==> config.mk <==
export PLATFORM = sky130hd
export DESIGN_NAME = byte_xbar_top
export DESIGN_NICKNAME = d
export VERILOG_FILES = /design/src/common/xbar_pkg.sv /design/src/common/lane_if.sv /design/src/design/byte_xbar_top.sv /design/src/design/xbar_lane.sv /design/src/design/xbar_read_port.sv /design/src/design/xbar_write_port.sv /design/src/mux/mux_bin.sv /design/src/mux/mux_bin_tree.sv
export VERILOG_INCLUDE_DIRS = /design/src /design/src/common
export SDC_FILE = /design/constraint.sdc
export NUM_CORES = 1
export LEC_CHECK = 0
export ABC_AREA = 1
export BUFFER_PORTS_ARGS = -buffer_cell sky130_fd_sc_hd__buf_2
export CORE_MARGIN = 4
export CORE_UTILIZATION = 50
export DETAILED_ROUTE_END_ITERATION = 7
export PLACE_DENSITY = 0.69
export SETUP_SLACK_MARGIN = 0.1
export SLEW_MARGIN = 30
export SYNTH_ARGS = -nofsm -noshare
export SYNTH_HDL_FRONTEND = slang
export SYNTH_SLANG_ARGS = --single-unit
==> constraint.sdc <==
create_clock -name clk -period 3.6 [get_ports clk]
set_clock_uncertainty 0.15 [all_clocks]
set_input_delay 0.72 -clock clk [delete_from_list [all_inputs] [get_ports clk]]
set_output_delay 0.72 -clock clk [all_outputs]
set_load 0.01 [all_outputs]
==> src/common/xbar_macros.svh <==
// crossbar sizes and register map bases, included by the package and every RTL file that needs them
`ifndef XBAR_MACROS_SVH
`define XBAR_MACROS_SVH

// number of source bytes, not a power of the split on purpose
`define XBAR_WIDTH 12
// fan-in of each mux tree node
`define XBAR_SPLIT 2
// number of crossbar output lanes
`define XBAR_LANES 4

// AXI4-Lite address width
`define XBAR_ADDR_W 8

// source byte i at base + 4i, low 8 bits
`define XBAR_SRC_BASE 8'h00
// lane k select at base + 4k
`define XBAR_SEL_BASE 8'h40
// lane k output at base + 4k, read only
`define XBAR_OUT_BASE 8'h80

`endif

==> src/common/xbar_pkg.sv <==
// shared crossbar types, referenced by scoped names from the interface and the RTL modules
`include "xbar_macros.svh"

package xbar_pkg;

    ////////////////////////////////////////////////////////////
    // data types
    ////////////////////////////////////////////////////////////

    // one data byte, element type of every mux
    typedef logic [7:0] byte_t;

    // binary select of one source byte
    typedef logic [$clog2(`XBAR_WIDTH)-1:0] sel_t;

    ////////////////////////////////////////////////////////////
    // encodings
    ////////////////////////////////////////////////////////////

    // AXI response codes, only the two in use
    typedef enum logic [1:0] {
        OKAY   = 2'b00,
        SLVERR = 2'b10
    } resp_e;

    // write channel FSM
    typedef enum logic {WR_IDLE, WR_RESP} wr_state_e;

    // read channel FSM
    typedef enum logic {RD_IDLE, RD_RESP} rd_state_e;

endpackage

==> src/common/lane_if.sv <==
// one crossbar lane's configuration and result, shared by the write port, the lane and the read port
`timescale 1ns/1ps
`include "xbar_macros.svh"

interface lane_if;

    // source array, identical copy in every lane
    xbar_pkg::byte_t ary [`XBAR_WIDTH-1:0];
    // lane select and its written flag
    xbar_pkg::sel_t  sel;
    logic            sel_vld;
    // registered lane output
    xbar_pkg::byte_t dat;
    logic            dat_vld;

    // register block side
    modport wr (output ary, sel, sel_vld);
    // the lane itself
    modport ln (input ary, sel, sel_vld, output dat, dat_vld);
    // readback side
    modport rd (input dat, dat_vld);

endinterface

==> src/design/byte_xbar_top.sv <==
// byte crossbar top level with plain AXI4-Lite ports, wires the write port, lanes and read port
`timescale 1ns/1ps
`include "xbar_macros.svh"

module byte_xbar_top (
    input  logic                     clk,
    input  logic                     arst_n,
    // write address
    input  logic [`XBAR_ADDR_W-1:0]  awaddr,
    input  logic                     awvalid,
    output logic                     awready,
    // write data
    input  logic [31:0]              wdata,
    input  logic [3:0]               wstrb,
    input  logic                     wvalid,
    output logic                     wready,
    // write response
    output logic [1:0]               bresp,
    output logic                     bvalid,
    input  logic                     bready,
    // read address
    input  logic [`XBAR_ADDR_W-1:0]  araddr,
    input  logic                     arvalid,
    output logic                     arready,
    // read data
    output logic [31:0]              rdata,
    output logic [1:0]               rresp,
    output logic                     rvalid,
    input  logic                     rready
);

    // one interface per lane
    lane_if lane_bus [`XBAR_LANES-1:0] ();

    // stored registers tapped for readback
    xbar_pkg::byte_t src_ary [`XBAR_WIDTH-1:0];
    xbar_pkg::sel_t  sel_ary [`XBAR_LANES-1:0];

    ////////////////////////////////////////////////////////////
    // register write side
    ////////////////////////////////////////////////////////////

    xbar_write_port i_write_port (
        .clk     (clk),
        .arst_n  (arst_n),
        .awaddr  (awaddr),
        .awvalid (awvalid),
        .awready (awready),
        .wdata   (wdata),
        .wstrb   (wstrb),
        .wvalid  (wvalid),
        .wready  (wready),
        .bresp   (bresp),
        .bvalid  (bvalid),
        .bready  (bready),
        .lanes   (lane_bus)
    );

    // source array is the same in every lane, take lane 0
    assign src_ary = lane_bus[0].ary;

    ////////////////////////////////////////////////////////////
    // crossbar lanes
    ////////////////////////////////////////////////////////////

    for (genvar k = 0; k < `XBAR_LANES; k++) begin: g_lane
        xbar_lane i_lane (
            .clk    (clk),
            .arst_n (arst_n),
            .lane   (lane_bus[k])
        );
        assign sel_ary[k] = lane_bus[k].sel;
    end

    ////////////////////////////////////////////////////////////
    // readback side
    ////////////////////////////////////////////////////////////

    xbar_read_port i_read_port (
        .clk     (clk),
        .arst_n  (arst_n),
        .araddr  (araddr),
        .arvalid (arvalid),
        .arready (arready),
        .rdata   (rdata),
        .rresp   (rresp),
        .rvalid  (rvalid),
        .rready  (rready),
        .lanes   (lane_bus),
        .src_ary (src_ary),
        .sel_ary (sel_ary)
    );

endmodule

==> src/design/xbar_lane.sv <==
// one crossbar lane, picks a source byte by its select and registers it with a valid flag
`timescale 1ns/1ps
`include "xbar_macros.svh"

module xbar_lane (
    input  logic clk,
    input  logic arst_n,
    // configuration in, result out
    lane_if.ln   lane
);

    // combinational pick, before the register
    xbar_pkg::byte_t pick;

    // 12 inputs, so the padded path of the mux is in use
    mux_bin #(
        .DAT_T (xbar_pkg::byte_t),
        .WIDTH (`XBAR_WIDTH),
        .SPLIT (`XBAR_SPLIT)
    ) i_mux (
        .bin (lane.sel),
        .ary (lane.ary),
        .dat (pick)
    );

    // valid follows the select flag one cycle later
    always_ff @(posedge clk or negedge arst_n) begin
        if (!arst_n) begin
            lane.dat_vld <= 1'b0;
        end else begin
            lane.dat_vld <= lane.sel_vld;
        end
    end

    // byte reloaded every edge, so config changes show up next cycle
    always_ff @(posedge clk) begin
        lane.dat <= pick;
    end

endmodule

==> src/design/xbar_read_port.sv <==
// AXI4-Lite read channel, answers from the source bytes, the selects or a lane output
`timescale 1ns/1ps
`include "xbar_macros.svh"

module xbar_read_port (
    input  logic                     clk,
    input  logic                     arst_n,
    // AR channel
    input  logic [`XBAR_ADDR_W-1:0]  araddr,
    input  logic                     arvalid,
    output logic                     arready,
    // R channel
    output logic [31:0]              rdata,
    output xbar_pkg::resp_e          rresp,
    output logic                     rvalid,
    input  logic                     rready,
    // lane results and stored registers for readback
    lane_if.rd                       lanes [`XBAR_LANES-1:0],
    input  xbar_pkg::byte_t          src_ary [`XBAR_WIDTH-1:0],
    input  xbar_pkg::sel_t           sel_ary [`XBAR_LANES-1:0]
);

    localparam logic [`XBAR_ADDR_W-1:0] SRC_SPAN = 4 * `XBAR_WIDTH;
    localparam logic [`XBAR_ADDR_W-1:0] LANE_SPAN = 4 * `XBAR_LANES;

    xbar_pkg::rd_state_e             state;
    xbar_pkg::rd_state_e             state_nxt;
    logic                            ar_hs;

    logic [`XBAR_ADDR_W-1:0]         src_off;
    logic [`XBAR_ADDR_W-1:0]         sel_off;
    logic [`XBAR_ADDR_W-1:0]         out_off;
    logic [$clog2(`XBAR_WIDTH)-1:0]  src_idx;
    logic [$clog2(`XBAR_LANES)-1:0]  sel_idx;
    logic [$clog2(`XBAR_LANES)-1:0]  out_idx;

    xbar_pkg::byte_t                 lane_dat [`XBAR_LANES-1:0];
    logic [`XBAR_LANES-1:0]          lane_vld;
    xbar_pkg::byte_t                 lane_pick;
    logic [31:0]                     rd_dat;
    xbar_pkg::resp_e                 rd_resp;

    ////////////////////////////////////////////////////////////
    // FSM
    ////////////////////////////////////////////////////////////

    assign ar_hs = arvalid && arready;

    always_comb begin
        state_nxt = state;
        case (state)
            xbar_pkg::RD_IDLE: if (ar_hs)  state_nxt = xbar_pkg::RD_RESP;
            xbar_pkg::RD_RESP: if (rready) state_nxt = xbar_pkg::RD_IDLE;
            default:                       state_nxt = xbar_pkg::RD_IDLE;
        endcase
    end

    // arready registered, low through reset and high in idle
    always_ff @(posedge clk or negedge arst_n) begin
        if (!arst_n) begin
            state   <= xbar_pkg::RD_IDLE;
            arready <= 1'b0;
        end else begin
            state   <= state_nxt;
            arready <= (state_nxt == xbar_pkg::RD_IDLE);
        end
    end

    assign rvalid = (state == xbar_pkg::RD_RESP);

    ////////////////////////////////////////////////////////////
    // decode and lane pick
    ////////////////////////////////////////////////////////////

    // wrapped offsets, same scheme as the write side
    assign src_off = araddr - `XBAR_SRC_BASE;
    assign sel_off = araddr - `XBAR_SEL_BASE;
    assign out_off = araddr - `XBAR_OUT_BASE;
    assign src_idx = src_off[2 +: $clog2(`XBAR_WIDTH)];
    assign sel_idx = sel_off[2 +: $clog2(`XBAR_LANES)];
    assign out_idx = out_off[2 +: $clog2(`XBAR_LANES)];

    // flatten the lane interfaces
    for (genvar k = 0; k < `XBAR_LANES; k++) begin: g_lane
        assign lane_dat[k] = lanes[k].dat;
        assign lane_vld[k] = lanes[k].dat_vld;
    end

    // lane byte picked by address bits
    mux_bin #(
        .DAT_T (xbar_pkg::byte_t),
        .WIDTH (`XBAR_LANES),
        .SPLIT (`XBAR_SPLIT)
    ) i_mux (
        .bin (out_idx),
        .ary (lane_dat),
        .dat (lane_pick)
    );

    // unmapped or invalid lane gives zero with SLVERR
    always_comb begin
        rd_dat  = '0;
        rd_resp = xbar_pkg::SLVERR;
        if (src_off < SRC_SPAN) begin
            rd_dat  = 32'(src_ary[src_idx]);
            rd_resp = xbar_pkg::OKAY;
        end else if (sel_off < LANE_SPAN) begin
            rd_dat  = 32'(sel_ary[sel_idx]);
            rd_resp = xbar_pkg::OKAY;
        end else if (out_off < LANE_SPAN && lane_vld[out_idx]) begin
            rd_dat  = 32'(lane_pick);
            rd_resp = xbar_pkg::OKAY;
        end
    end

    // payload captured on the AR handshake, held while rvalid
    always_ff @(posedge clk) begin
        if (ar_hs) begin
            rdata <= rd_dat;
            rresp <= rd_resp;
        end
    end

endmodule

==> src/design/xbar_write_port.sv <==
// AXI4-Lite write channel holding the source bytes and lane selects, drives every lane interface
`timescale 1ns/1ps
`include "xbar_macros.svh"

module xbar_write_port (
    input  logic                     clk,
    input  logic                     arst_n,
    // AW and W channels
    input  logic [`XBAR_ADDR_W-1:0]  awaddr,
    input  logic                     awvalid,
    output logic                     awready,
    input  logic [31:0]              wdata,
    input  logic [3:0]               wstrb,
    input  logic                     wvalid,
    output logic                     wready,
    // B channel
    output xbar_pkg::resp_e          bresp,
    output logic                     bvalid,
    input  logic                     bready,
    // configuration towards the lanes
    lane_if.wr                       lanes [`XBAR_LANES-1:0]
);

    // span of each region in bytes
    localparam logic [`XBAR_ADDR_W-1:0] SRC_SPAN = 4 * `XBAR_WIDTH;
    localparam logic [`XBAR_ADDR_W-1:0] SEL_SPAN = 4 * `XBAR_LANES;

    xbar_pkg::wr_state_e             state;
    xbar_pkg::byte_t                 src_q [`XBAR_WIDTH-1:0];
    xbar_pkg::sel_t                  sel_q [`XBAR_LANES-1:0];
    logic [`XBAR_LANES-1:0]          sel_vld_q;

    logic [`XBAR_ADDR_W-1:0]         src_off;
    logic [`XBAR_ADDR_W-1:0]         sel_off;
    logic [$clog2(`XBAR_WIDTH)-1:0]  src_idx;
    logic [$clog2(`XBAR_LANES)-1:0]  lane_idx;
    logic                            src_hit;
    logic                            sel_hit;
    logic                            strb_any;
    logic                            sel_bad;
    logic                            wr_hs;
    logic                            wr_err;

    ////////////////////////////////////////////////////////////
    // handshake and decode
    ////////////////////////////////////////////////////////////

    // address and data taken together, only when both are offered
    assign wr_hs   = (state == xbar_pkg::WR_IDLE) && awvalid && wvalid;
    assign awready = wr_hs;
    assign wready  = wr_hs;

    // offsets wrap below the base, so one compare covers both ends
    assign src_off  = awaddr - `XBAR_SRC_BASE;
    assign sel_off  = awaddr - `XBAR_SEL_BASE;
    assign src_hit  = src_off < SRC_SPAN;
    assign sel_hit  = sel_off < SEL_SPAN;
    assign src_idx  = src_off[2 +: $clog2(`XBAR_WIDTH)];
    assign lane_idx = sel_off[2 +: $clog2(`XBAR_LANES)];

    // strobes only matter as a whole
    assign strb_any = |wstrb;
    // select beyond the source array
    assign sel_bad  = wdata >= 32'(`XBAR_WIDTH);
    // output region is read only, so it falls out as unmapped
    assign wr_err   = !(src_hit || sel_hit) || (sel_hit && strb_any && sel_bad);

    ////////////////////////////////////////////////////////////
    // FSM and registers
    ////////////////////////////////////////////////////////////

    always_ff @(posedge clk or negedge arst_n) begin
        if (!arst_n) begin
            state     <= xbar_pkg::WR_IDLE;
            src_q     <= '{default: '0};
            sel_q     <= '{default: '0};
            sel_vld_q <= '0;
        end else begin
            case (state)
                xbar_pkg::WR_IDLE: if (wr_hs)  state <= xbar_pkg::WR_RESP;
                xbar_pkg::WR_RESP: if (bready) state <= xbar_pkg::WR_IDLE;
                default:                       state <= xbar_pkg::WR_IDLE;
            endcase
            // legal write with any strobe set
            if (wr_hs && strb_any && !wr_err) begin
                if (src_hit) begin
                    src_q[src_idx] <= wdata[7:0];
                end else begin
                    sel_q[lane_idx]     <= xbar_pkg::sel_t'(wdata);
                    sel_vld_q[lane_idx] <= 1'b1;
                end
            end
        end
    end

    // response captured on the acceptance edge
    always_ff @(posedge clk) begin
        if (wr_hs) begin
            bresp <= wr_err ? xbar_pkg::SLVERR : xbar_pkg::OKAY;
        end
    end

    // response held until bready
    assign bvalid = (state == xbar_pkg::WR_RESP);

    // every lane sees the whole source array and its own select
    for (genvar k = 0; k < `XBAR_LANES; k++) begin: g_drive
        assign lanes[k].ary     = src_q;
        assign lanes[k].sel     = sel_q[k];
        assign lanes[k].sel_vld = sel_vld_q[k];
    end

endmodule

==> src/mux/mux_bin.sv <==
// binary select multiplexer, pads the width up to a power of the split and feeds the tree
`timescale 1ns/1ps

module mux_bin #(
    // element type
    parameter  type         DAT_T     = logic [8-1:0],
    // number of inputs and tree fan-in
    parameter  int unsigned WIDTH     = 32,
    parameter  int unsigned SPLIT     = 2,
    // select widths
    localparam int unsigned WIDTH_LOG = $clog2(WIDTH),
    localparam int unsigned SPLIT_LOG = $clog2(SPLIT)
)(
    // binary select
    input  logic [WIDTH_LOG-1:0] bin,
    // input array
    input  DAT_T                 ary [WIDTH-1:0],
    // selected element
    output DAT_T                 dat
);

    // tree levels, log of WIDTH in base SPLIT rounded up
    localparam int unsigned POWER_LOG = WIDTH_LOG/SPLIT_LOG + (WIDTH_LOG%SPLIT_LOG > 0 ? 1 : 0);
    // padded width seen by the tree
    localparam int unsigned POWER     = SPLIT**POWER_LOG;

    generate
    if (SPLIT != (2**SPLIT_LOG)) begin: validation

        // tree digits are bit fields, so the split must be a power of two
        $error("mux_bin: SPLIT is not a power of 2");

    end: validation
    else if (WIDTH != POWER) begin: extend

        logic [$clog2(POWER)-1:0] bin_pad;
        DAT_T                     ary_pad [POWER-1:0];

        // select widened with zeros
        assign bin_pad = ($clog2(POWER))'(bin);

        // upper entries tied to zero, never picked by a legal select
        always_comb begin
            for (int unsigned i = 0; i < POWER; i++) begin
                ary_pad[i] = (i < WIDTH) ? ary[i] : '0;
            end
        end

        mux_bin_tree #(
            .DAT_T (DAT_T),
            .WIDTH (POWER),
            .SPLIT (SPLIT)
        ) i_tree (
            .bin (bin_pad),
            .ary (ary_pad),
            .dat (dat)
        );

    end: extend
    else begin: exact

        // width already a power of the split
        mux_bin_tree #(
            .DAT_T (DAT_T),
            .WIDTH (WIDTH),
            .SPLIT (SPLIT)
        ) i_tree (
            .bin (bin),
            .ary (ary),
            .dat (dat)
        );

    end: exact
    endgenerate

endmodule

==> src/mux/mux_bin_tree.sv <==
// recursive mux tree, one select digit per level, instantiated by mux_bin with a padded width
`timescale 1ns/1ps

module mux_bin_tree #(
    parameter  type         DAT_T     = logic [8-1:0],
    // must be a power of SPLIT
    parameter  int unsigned WIDTH     = 16,
    parameter  int unsigned SPLIT     = 2,
    localparam int unsigned WIDTH_LOG = $clog2(WIDTH),
    localparam int unsigned SPLIT_LOG = $clog2(SPLIT)
)(
    input  logic [WIDTH_LOG-1:0] bin,
    input  DAT_T                 ary [WIDTH-1:0],
    output DAT_T                 dat
);

    generate
    if (WIDTH == SPLIT) begin: leaf

        // last level, plain indexed pick
        assign dat = ary[bin];

    end: leaf
    else begin: node

        // sub-tree width and its select width
        localparam int unsigned SUB     = WIDTH/SPLIT;
        localparam int unsigned SUB_LOG = WIDTH_LOG - SPLIT_LOG;

        DAT_T sub_dat [SPLIT-1:0];

        for (genvar s = 0; s < SPLIT; s++) begin: branch
            DAT_T sub_ary [SUB-1:0];

            // contiguous slice s of the input array
            always_comb begin
                for (int unsigned i = 0; i < SUB; i++) begin
                    sub_ary[i] = ary[s*SUB + i];
                end
            end

            // low digits select within the slice
            mux_bin_tree #(
                .DAT_T (DAT_T),
                .WIDTH (SUB),
                .SPLIT (SPLIT)
            ) i_sub (
                .bin (bin[SUB_LOG-1:0]),
                .ary (sub_ary),
                .dat (sub_dat[s])
            );
        end: branch

        // top digit selects among the slices
        assign dat = sub_dat[bin[WIDTH_LOG-1 -: SPLIT_LOG]];

    end: node
    endgenerate

endmodule

==> results.ini, run 1 <==
[global_routing]
grt_pass1_vias = 11359
globalRoute.totalOverflow = 0
grt_pass1_wl_um = 69800
grt_start_max_net_pins = 84
grt_antenna_before_repair = 0
groute.usage.overall = 0.355

[logic_synthesis]
synth_enable_flop_cells = 10
yosys-mux-area-fraction = 0
synth.distinct_cells = 30
synth-async-reset-ratio = 0.745
synth_compound_gate_area_share = 0.311
synthSimpleGateAreaFrac = 0.220
synth_warnings = 0
postSynthCellCount = 1721
area_share_of_fa_ha_maj_cells_after_synthesis = 0
ys_ff_latch = 165
synth_xor_xnor_area_share = 0
synth-seq-area-share = 0.348
combinational_family_with_the_most_area_after_synthesis = compound AO/OA/AOI/OAI gates
post_synth_instance_area_sq_um = 11600
postSynth.topFlopCell = sky130_fd_sc_hd__dfrtp_1
synth_area_per_inst_sq_um = 6.71

[pwr]
power.share.sequential = 0.354
powerDensity_nw_per_um2 = 525
internal_power_uw = 3770
sw_frac_of_total = 0.433
power_frac_clock = 0.285
pwr-share-comb = 0.362
worst_ir_drop_vdd_uv = 335
power.switching_uw = 2880
p_leak_uw = 0.00556
totalPowerFinal_uw = 6650

[setup_path]
worst_ep_arrival_time_ps = 2720
worst-path-max-fanout = 17
cp-end-kind = register
crit_type = reg -> reg
r2r.worst_path.cells = 4
worst-endpoint-required_ps = 3840
worstSetupStartpointType = register

[clock_network]
cts_setup_buffers = 0
numCtsBuffers = 17
library_cell_used_as_clock_root_buffer = sky130_fd_sc_hd__clkbuf_16
cts_tree = yes
clk_transition_reported_paths_ps = 80
cts_max_path_buffers = 2
cts-htree-levels = 4
holdBufCountCts = 0
worstSkewPairLatency_ps = 460
cts_sinks = 165
post_cts_resize_count = 0

[sta]
setup_tns_ps = 0
worst-slew-pin-transition_ps = 900
rsz0062_at_grt = false
slew-limit-headroom = 0.399
finalMaxSlewViolations = 0
final.min_clock_period_ps = 2480
finalWorstSetupSlack_ps = 1120
setup_viol_count_final = 0
finalHoldViolCount = 0
maxClockFrequency_mhz = 403
layout_worst_path_cycle_share = 0.690

[route]
routed-wl-met3_um = 6580
drtPass1Iterations = 8
ant_nets = 0
drt-initial-drc-count = 2100
max_used_layer = met4
drt-met1-wl_um = 18300
finalWirelength_um = 46400
drt-wirelength-per-cell_um = 22.9
via_density_per_instance = 6.26
drc_errors = 0
dr_total_vias = 12672
met2RoutedLength_um = 19100

[floorplan]
core_sq_um = 22700
floorplan.initialDensity = 0.509
die-height_um = 160
placementRows = 55
die_area_sq_um = 25600
die_width_um = 160
pin_count = 100

[cells_and_area]
summed_area_of_non_filler_cells_in_the_final_layout_sq_um = 12700
most_used_cells_in_the_layout_excluding_fill_and_tap_cells = 271 x sky130_fd_sc_hd__o21ai_0, 264 x sky130_fd_sc_hd__nand2_1, 253 x sky130_fd_sc_hd__a21oi_1
final_core_utilization = 0.558
area.growth.synth_to_final_pct = 9.63
share_of_layout_cells_above_drive_strength_1 = 0.0978
num-nets-final = 1785
mostFrequentLayoutCell = sky130_fd_sc_hd__o21ai_0
antenna_cells = 0

[outcome]
status = complete, no violations

[place]
dp_slack_ps = 710
place.gp.congestion = 1.02
buffer_ports.inserted = 69
hpwlAfterDp_um = 30100
place_area_sq_um = 12100

[run]
max-cap-violations = 0

[min_path]
hold_path.class = in -> async

[final cells by class]
cell class                 instances  area [sq um]
clock inverter                    15           181
fill                            2206         10000
clock buffer                      17           425
timing repair buffer             119           811
sequential                       165          4020
multi-input combinational       1253          6230
inverter                         170           638
tap                              285           357
[synth_stat cells, drive strengths merged (10+ instances only)]
cell / n / area, sq um
inv: 159 / 597
nand3: 251 / 1270
a21oi: 253 / 1270
buf: 56 / 373
o21bai: 116 / 871
dfxtp: 32 / 641
clkbuf: 102 / 383
edfxtp: 10 / 300
dfrtp: 123 / 3080
o21ai: 271 / 1360
clkinv: 11 / 41.3
nor2: 52 / 228
nand2: 265 / 1000
[logic make-up (layout without fill, tap and decap cells)]
group / after synthesis / count (layout)
AOI/OAI and AO/OA: 655 / 655
DFF: 165 / 165
and+or+nand+nor: 572 / 572
buffers and inverters: 328 / 321
other: 1 / 26
[through the flow]
stage	hold WS, ps	instances
global route	154	2024
floorplan	198	1746
global placement	201	1992
detailed placement	205	1992
CTS	123	2024
finish	101	2024
[state kept, by name, summed over array words and instances (netlist names)]
name,count
i_write_port.lanes.ary,96
g_lane.i_lane.lane.dat,32
i_write_port.lanes.sel,16
i_read_port.rdata,8
g_lane.i_lane.lane.dat_vld,4
i_write_port.sel_vld_q,4
i_read_port.arready,1
i_read_port.rresp,1
i_read_port.rvalid,1
i_write_port.bresp,1
i_write_port.bvalid,1
[metal layers]
layer,vias up,global-route usage
li1,5798,-
met1,5775,0.495
met2,914,0.498
met3,185,0.113
met4,0,0.172
met5,-,0
[worst paths after layout]
kind | from | endpoint | slack, ps
worst max register to register | i_write_port.lanes[3].sel[2] | g_lane[3].i_lane.lane.dat[1] | 1120
worst max-delay path | i_write_port.lanes[3].sel[2] | g_lane[3].i_lane.lane.dat[1] | 1120
max in group asynchronous | arst_n | i_write_port.lanes[0].ary[11] | 2360
worst min-delay path | arst_n | i_write_port.lanes[0].ary[47] | 100
min in group clk | i_write_port.sel_vld_q[1] | g_lane[1].i_lane.lane.dat_vld | 220
worst min register to register | i_write_port.sel_vld_q[1] | g_lane[1].i_lane.lane.dat_vld | 220
[critical path: stages (launching register included)]
cell and delay [ps]:
sky130_fd_sc_hd__dfrtp_1 750, sky130_fd_sc_hd__clkinv_1 780, sky130_fd_sc_hd__nand3_1 450, sky130_fd_sc_hd__nand3_1 170, sky130_fd_sc_hd__nand2_1 110
[power groups by stage]
stage | Sequential (uW) | Combinational (uW) | Clock [uW]
2_1_floorplan | 2280 | 1540 | 0
3_3_place_gp | 2370 | 2240 | 0
6_report | 2350 | 2400 | 1890
3_5_place_dp | 2370 | 2270 | 0
4_1_cts | 2340 | 2280 | 1900
5_1_grt | 2370 | 2590 | 1980
No activity file was read; power rests on OpenSTA's default activity.
==> run 2, diff against run 1 <==
==> constraint.sdc (replaced) <==
create_clock -name clk -period 2.5 [get_ports clk]
set_clock_uncertainty 0.15 [all_clocks]
set_input_delay 0.5 -clock clk [delete_from_list [all_inputs] [get_ports clk]]
set_output_delay 0.5 -clock clk [all_outputs]
set_load 0.01 [all_outputs]
==> run 2 against run 1 <==
Against the previous run: the flow now finishes with violations (DRC); final area rose by 1.9%; cell count up 1.2%; clock-buffer cell count increased by 3; global-route usage down 0.91 points; via count is 0.42% higher; power increased by 46%; hold slack worse by 21 ps; sequential power rose by 41%; highest routed layer unchanged; clock power grew 49%; register-to-register slack worse by 650 ps; largest power group unchanged.
==> results.ini, run 2 (synthesized netlist as in run 1, its figures left out) <==
[sta]
setup_tns_ps = 0
final.min_clock_period_ps = 2030
worst-slew-pin-transition_ps = 723
layout_worst_path_cycle_share = 0.812
rsz0062_at_grt = false
setup_viol_count_final = 0
final.hold.worst_slack_ps = 80.5
finalMaxSlewViolations = 0
slew-limit-headroom = 0.518
maxClockFrequency_mhz = 492
finalHoldViolCount = 0

[clock_network]
worstSkewPairLatency_ps = 440
cts_tree = yes
post_cts_resize_count = 0
holdBufCountCts = 1
cts_max_path_buffers = 2
cts_setup_buffers = 0
clk_transition_reported_paths_ps = 70
library_cell_used_as_clock_root_buffer = sky130_fd_sc_hd__clkbuf_16
cts-htree-levels = 4
cts_sinks = 165
numCtsBuffers = 17

[cells_and_area]
share_of_layout_cells_above_drive_strength_1 = 0.109
area.growth.synth_to_final_pct = 11.7
layout.area.seq_sq_um = 4020
antenna_cells = 0
max_ffs_per_register = 96
num-fill-cells = 2228
most_used_cells_in_the_layout_excluding_fill_and_tap_cells = 271 x sky130_fd_sc_hd__o21ai_0, 264 x sky130_fd_sc_hd__nand2_1, 253 x sky130_fd_sc_hd__a21oi_1
num-nets-final = 1810
mostFrequentLayoutCell = sky130_fd_sc_hd__o21ai_0
multi_input_comb_area_sq_um = 6230
summed_area_of_non_filler_cells_in_the_final_layout_sq_um = 12900

[place]
place_area_sq_um = 12300
place.gp.congestion = 1.00
hpwlAfterDp_um = 29800
buffer_ports.inserted = 69

[outcome]
failed_checks = DRC
status = complete, but fails checks

[pwr]
power.switching_uw = 3950
powerDensity_nw_per_um2 = 752
power_frac_clock = 0.291
internal_power_uw = 5750
worst_ir_drop_vdd_uv = 461
pwr-share-comb = 0.368
power.share.sequential = 0.341
p_leak_uw = 0.00570
sw_frac_of_total = 0.407

[global_routing]
grt_start_max_net_pins = 97
grt_antenna_before_repair = 0
globalRoute.totalOverflow = 0
grt_pass1_vias = 11500
groute.usage.overall = 0.346
grt_pass1_wl_um = 68500

[setup_path]
worst-endpoint-required_ps = 2720
worstPathBufferInverterCount = 2
worstSetupStartpointType = register
worst-path-max-fanout = 17
worst_path_largest_cell_delay_ps = 550
critical-path-slowest-cell = sky130_fd_sc_hd__clkinv_1
worst_ep_arrival_time_ps = 2250
crit_family = buffers and inverters
cp-end-kind = register
critical_path.cell_chain = clkinv_1, buf_4, a21oi_1, o21ai_0, nand2_1, nand3_1, nand2_1
critical-path-top-cell-by-count = sky130_fd_sc_hd__nand2_1
crit_type = reg -> reg

[floorplan]
placementRows = 55
die-height_um = 160
core_sq_um = 22700
die_width_um = 160
floorplan.initialDensity = 0.509
die_area_sq_um = 25600
pin_count = 100

[route]
dr_total_vias = 12725
drc_errors = 1
drt-initial-drc-count = 2191
finalWirelength_um = 45100
ant_nets = 0
drtPass1Iterations = 8
drt-wirelength-per-cell_um = 22.0
via_density_per_instance = 6.21

[min_path]
hold_path.class = in -> reg

[run]
max-cap-violations = 0

run 2: final cells by class:
cell class,instances,share of cell area
clock buffers,20,0.0363
clock inverters,12,0.0117
inverters,170,0.0495
multi-input cells,1253,0.483
flip-flops and latches,165,0.311
well taps,285,0.0276
repair buffers,144,0.0805
run 2: metal layers:
| layer | GRT usage | up-vias | wire length (um) |
|---|---|---|---|
| li1 | - | 5854 | - |
| met1 | 0.480 | 5706 | 17200 |
| met2 | 0.507 | 980 | 18900 |
| met3 | 0.0991 | 185 | 6780 |
| met4 | 0.145 | 0 | 2220 |
| met5 | 0 | - | 0 |
run 2: final timing paths:
check / cells after the start / end / slack [ps] / start
worst max register to register: 7 / g_lane[1].i_lane.lane.dat[0] / 470 / i_write_port.lanes[1].sel[1]
worst min register to register: 0 / g_lane[1].i_lane.lane.dat_vld / 220 / i_write_port.sel_vld_q[1]
worst max-delay path: 7 / g_lane[1].i_lane.lane.dat[0] / 470 / i_write_port.lanes[1].sel[1]
max in group asynchronous: 3 / i_write_port.lanes[2].sel[3] / 1070 / arst_n
worst min-delay path: 2 / i_write_port.bvalid / 80 / bready
min in group asynchronous: 2 / i_write_port.lanes[0].ary[46] / 420 / arst_n
run 2: power by group through the flow:
stage | combinational, uW | clock [uW] | sequential [uW]
after floorplan | 2220 | 0 | 3290
after global placement | 3340 | 0 | 3340
after detailed placement | 3390 | 0 | 3350
after CTS | 3400 | 2840 | 3300
after global routing | 3840 | 2960 | 3340
final | 3570 | 2820 | 3310
run 2: metrics by stage:
| stage | cells | total power [uW] | setup WS, ps | utilization |
|---|---|---|---|---|
| after detailed placement | 2016 | 6740 | 256 | 0.540 |
| after global routing | 2049 | 10100 | 378 | 0.568 |
| after floorplan | 1746 | 5500 | 540 | - |
| after CTS | 2049 | 9540 | 549 | 0.568 |
| after global placement | 2016 | 6680 | 262 | 0.540 |
| final | 2049 | 9700 | 469 | 0.568 |
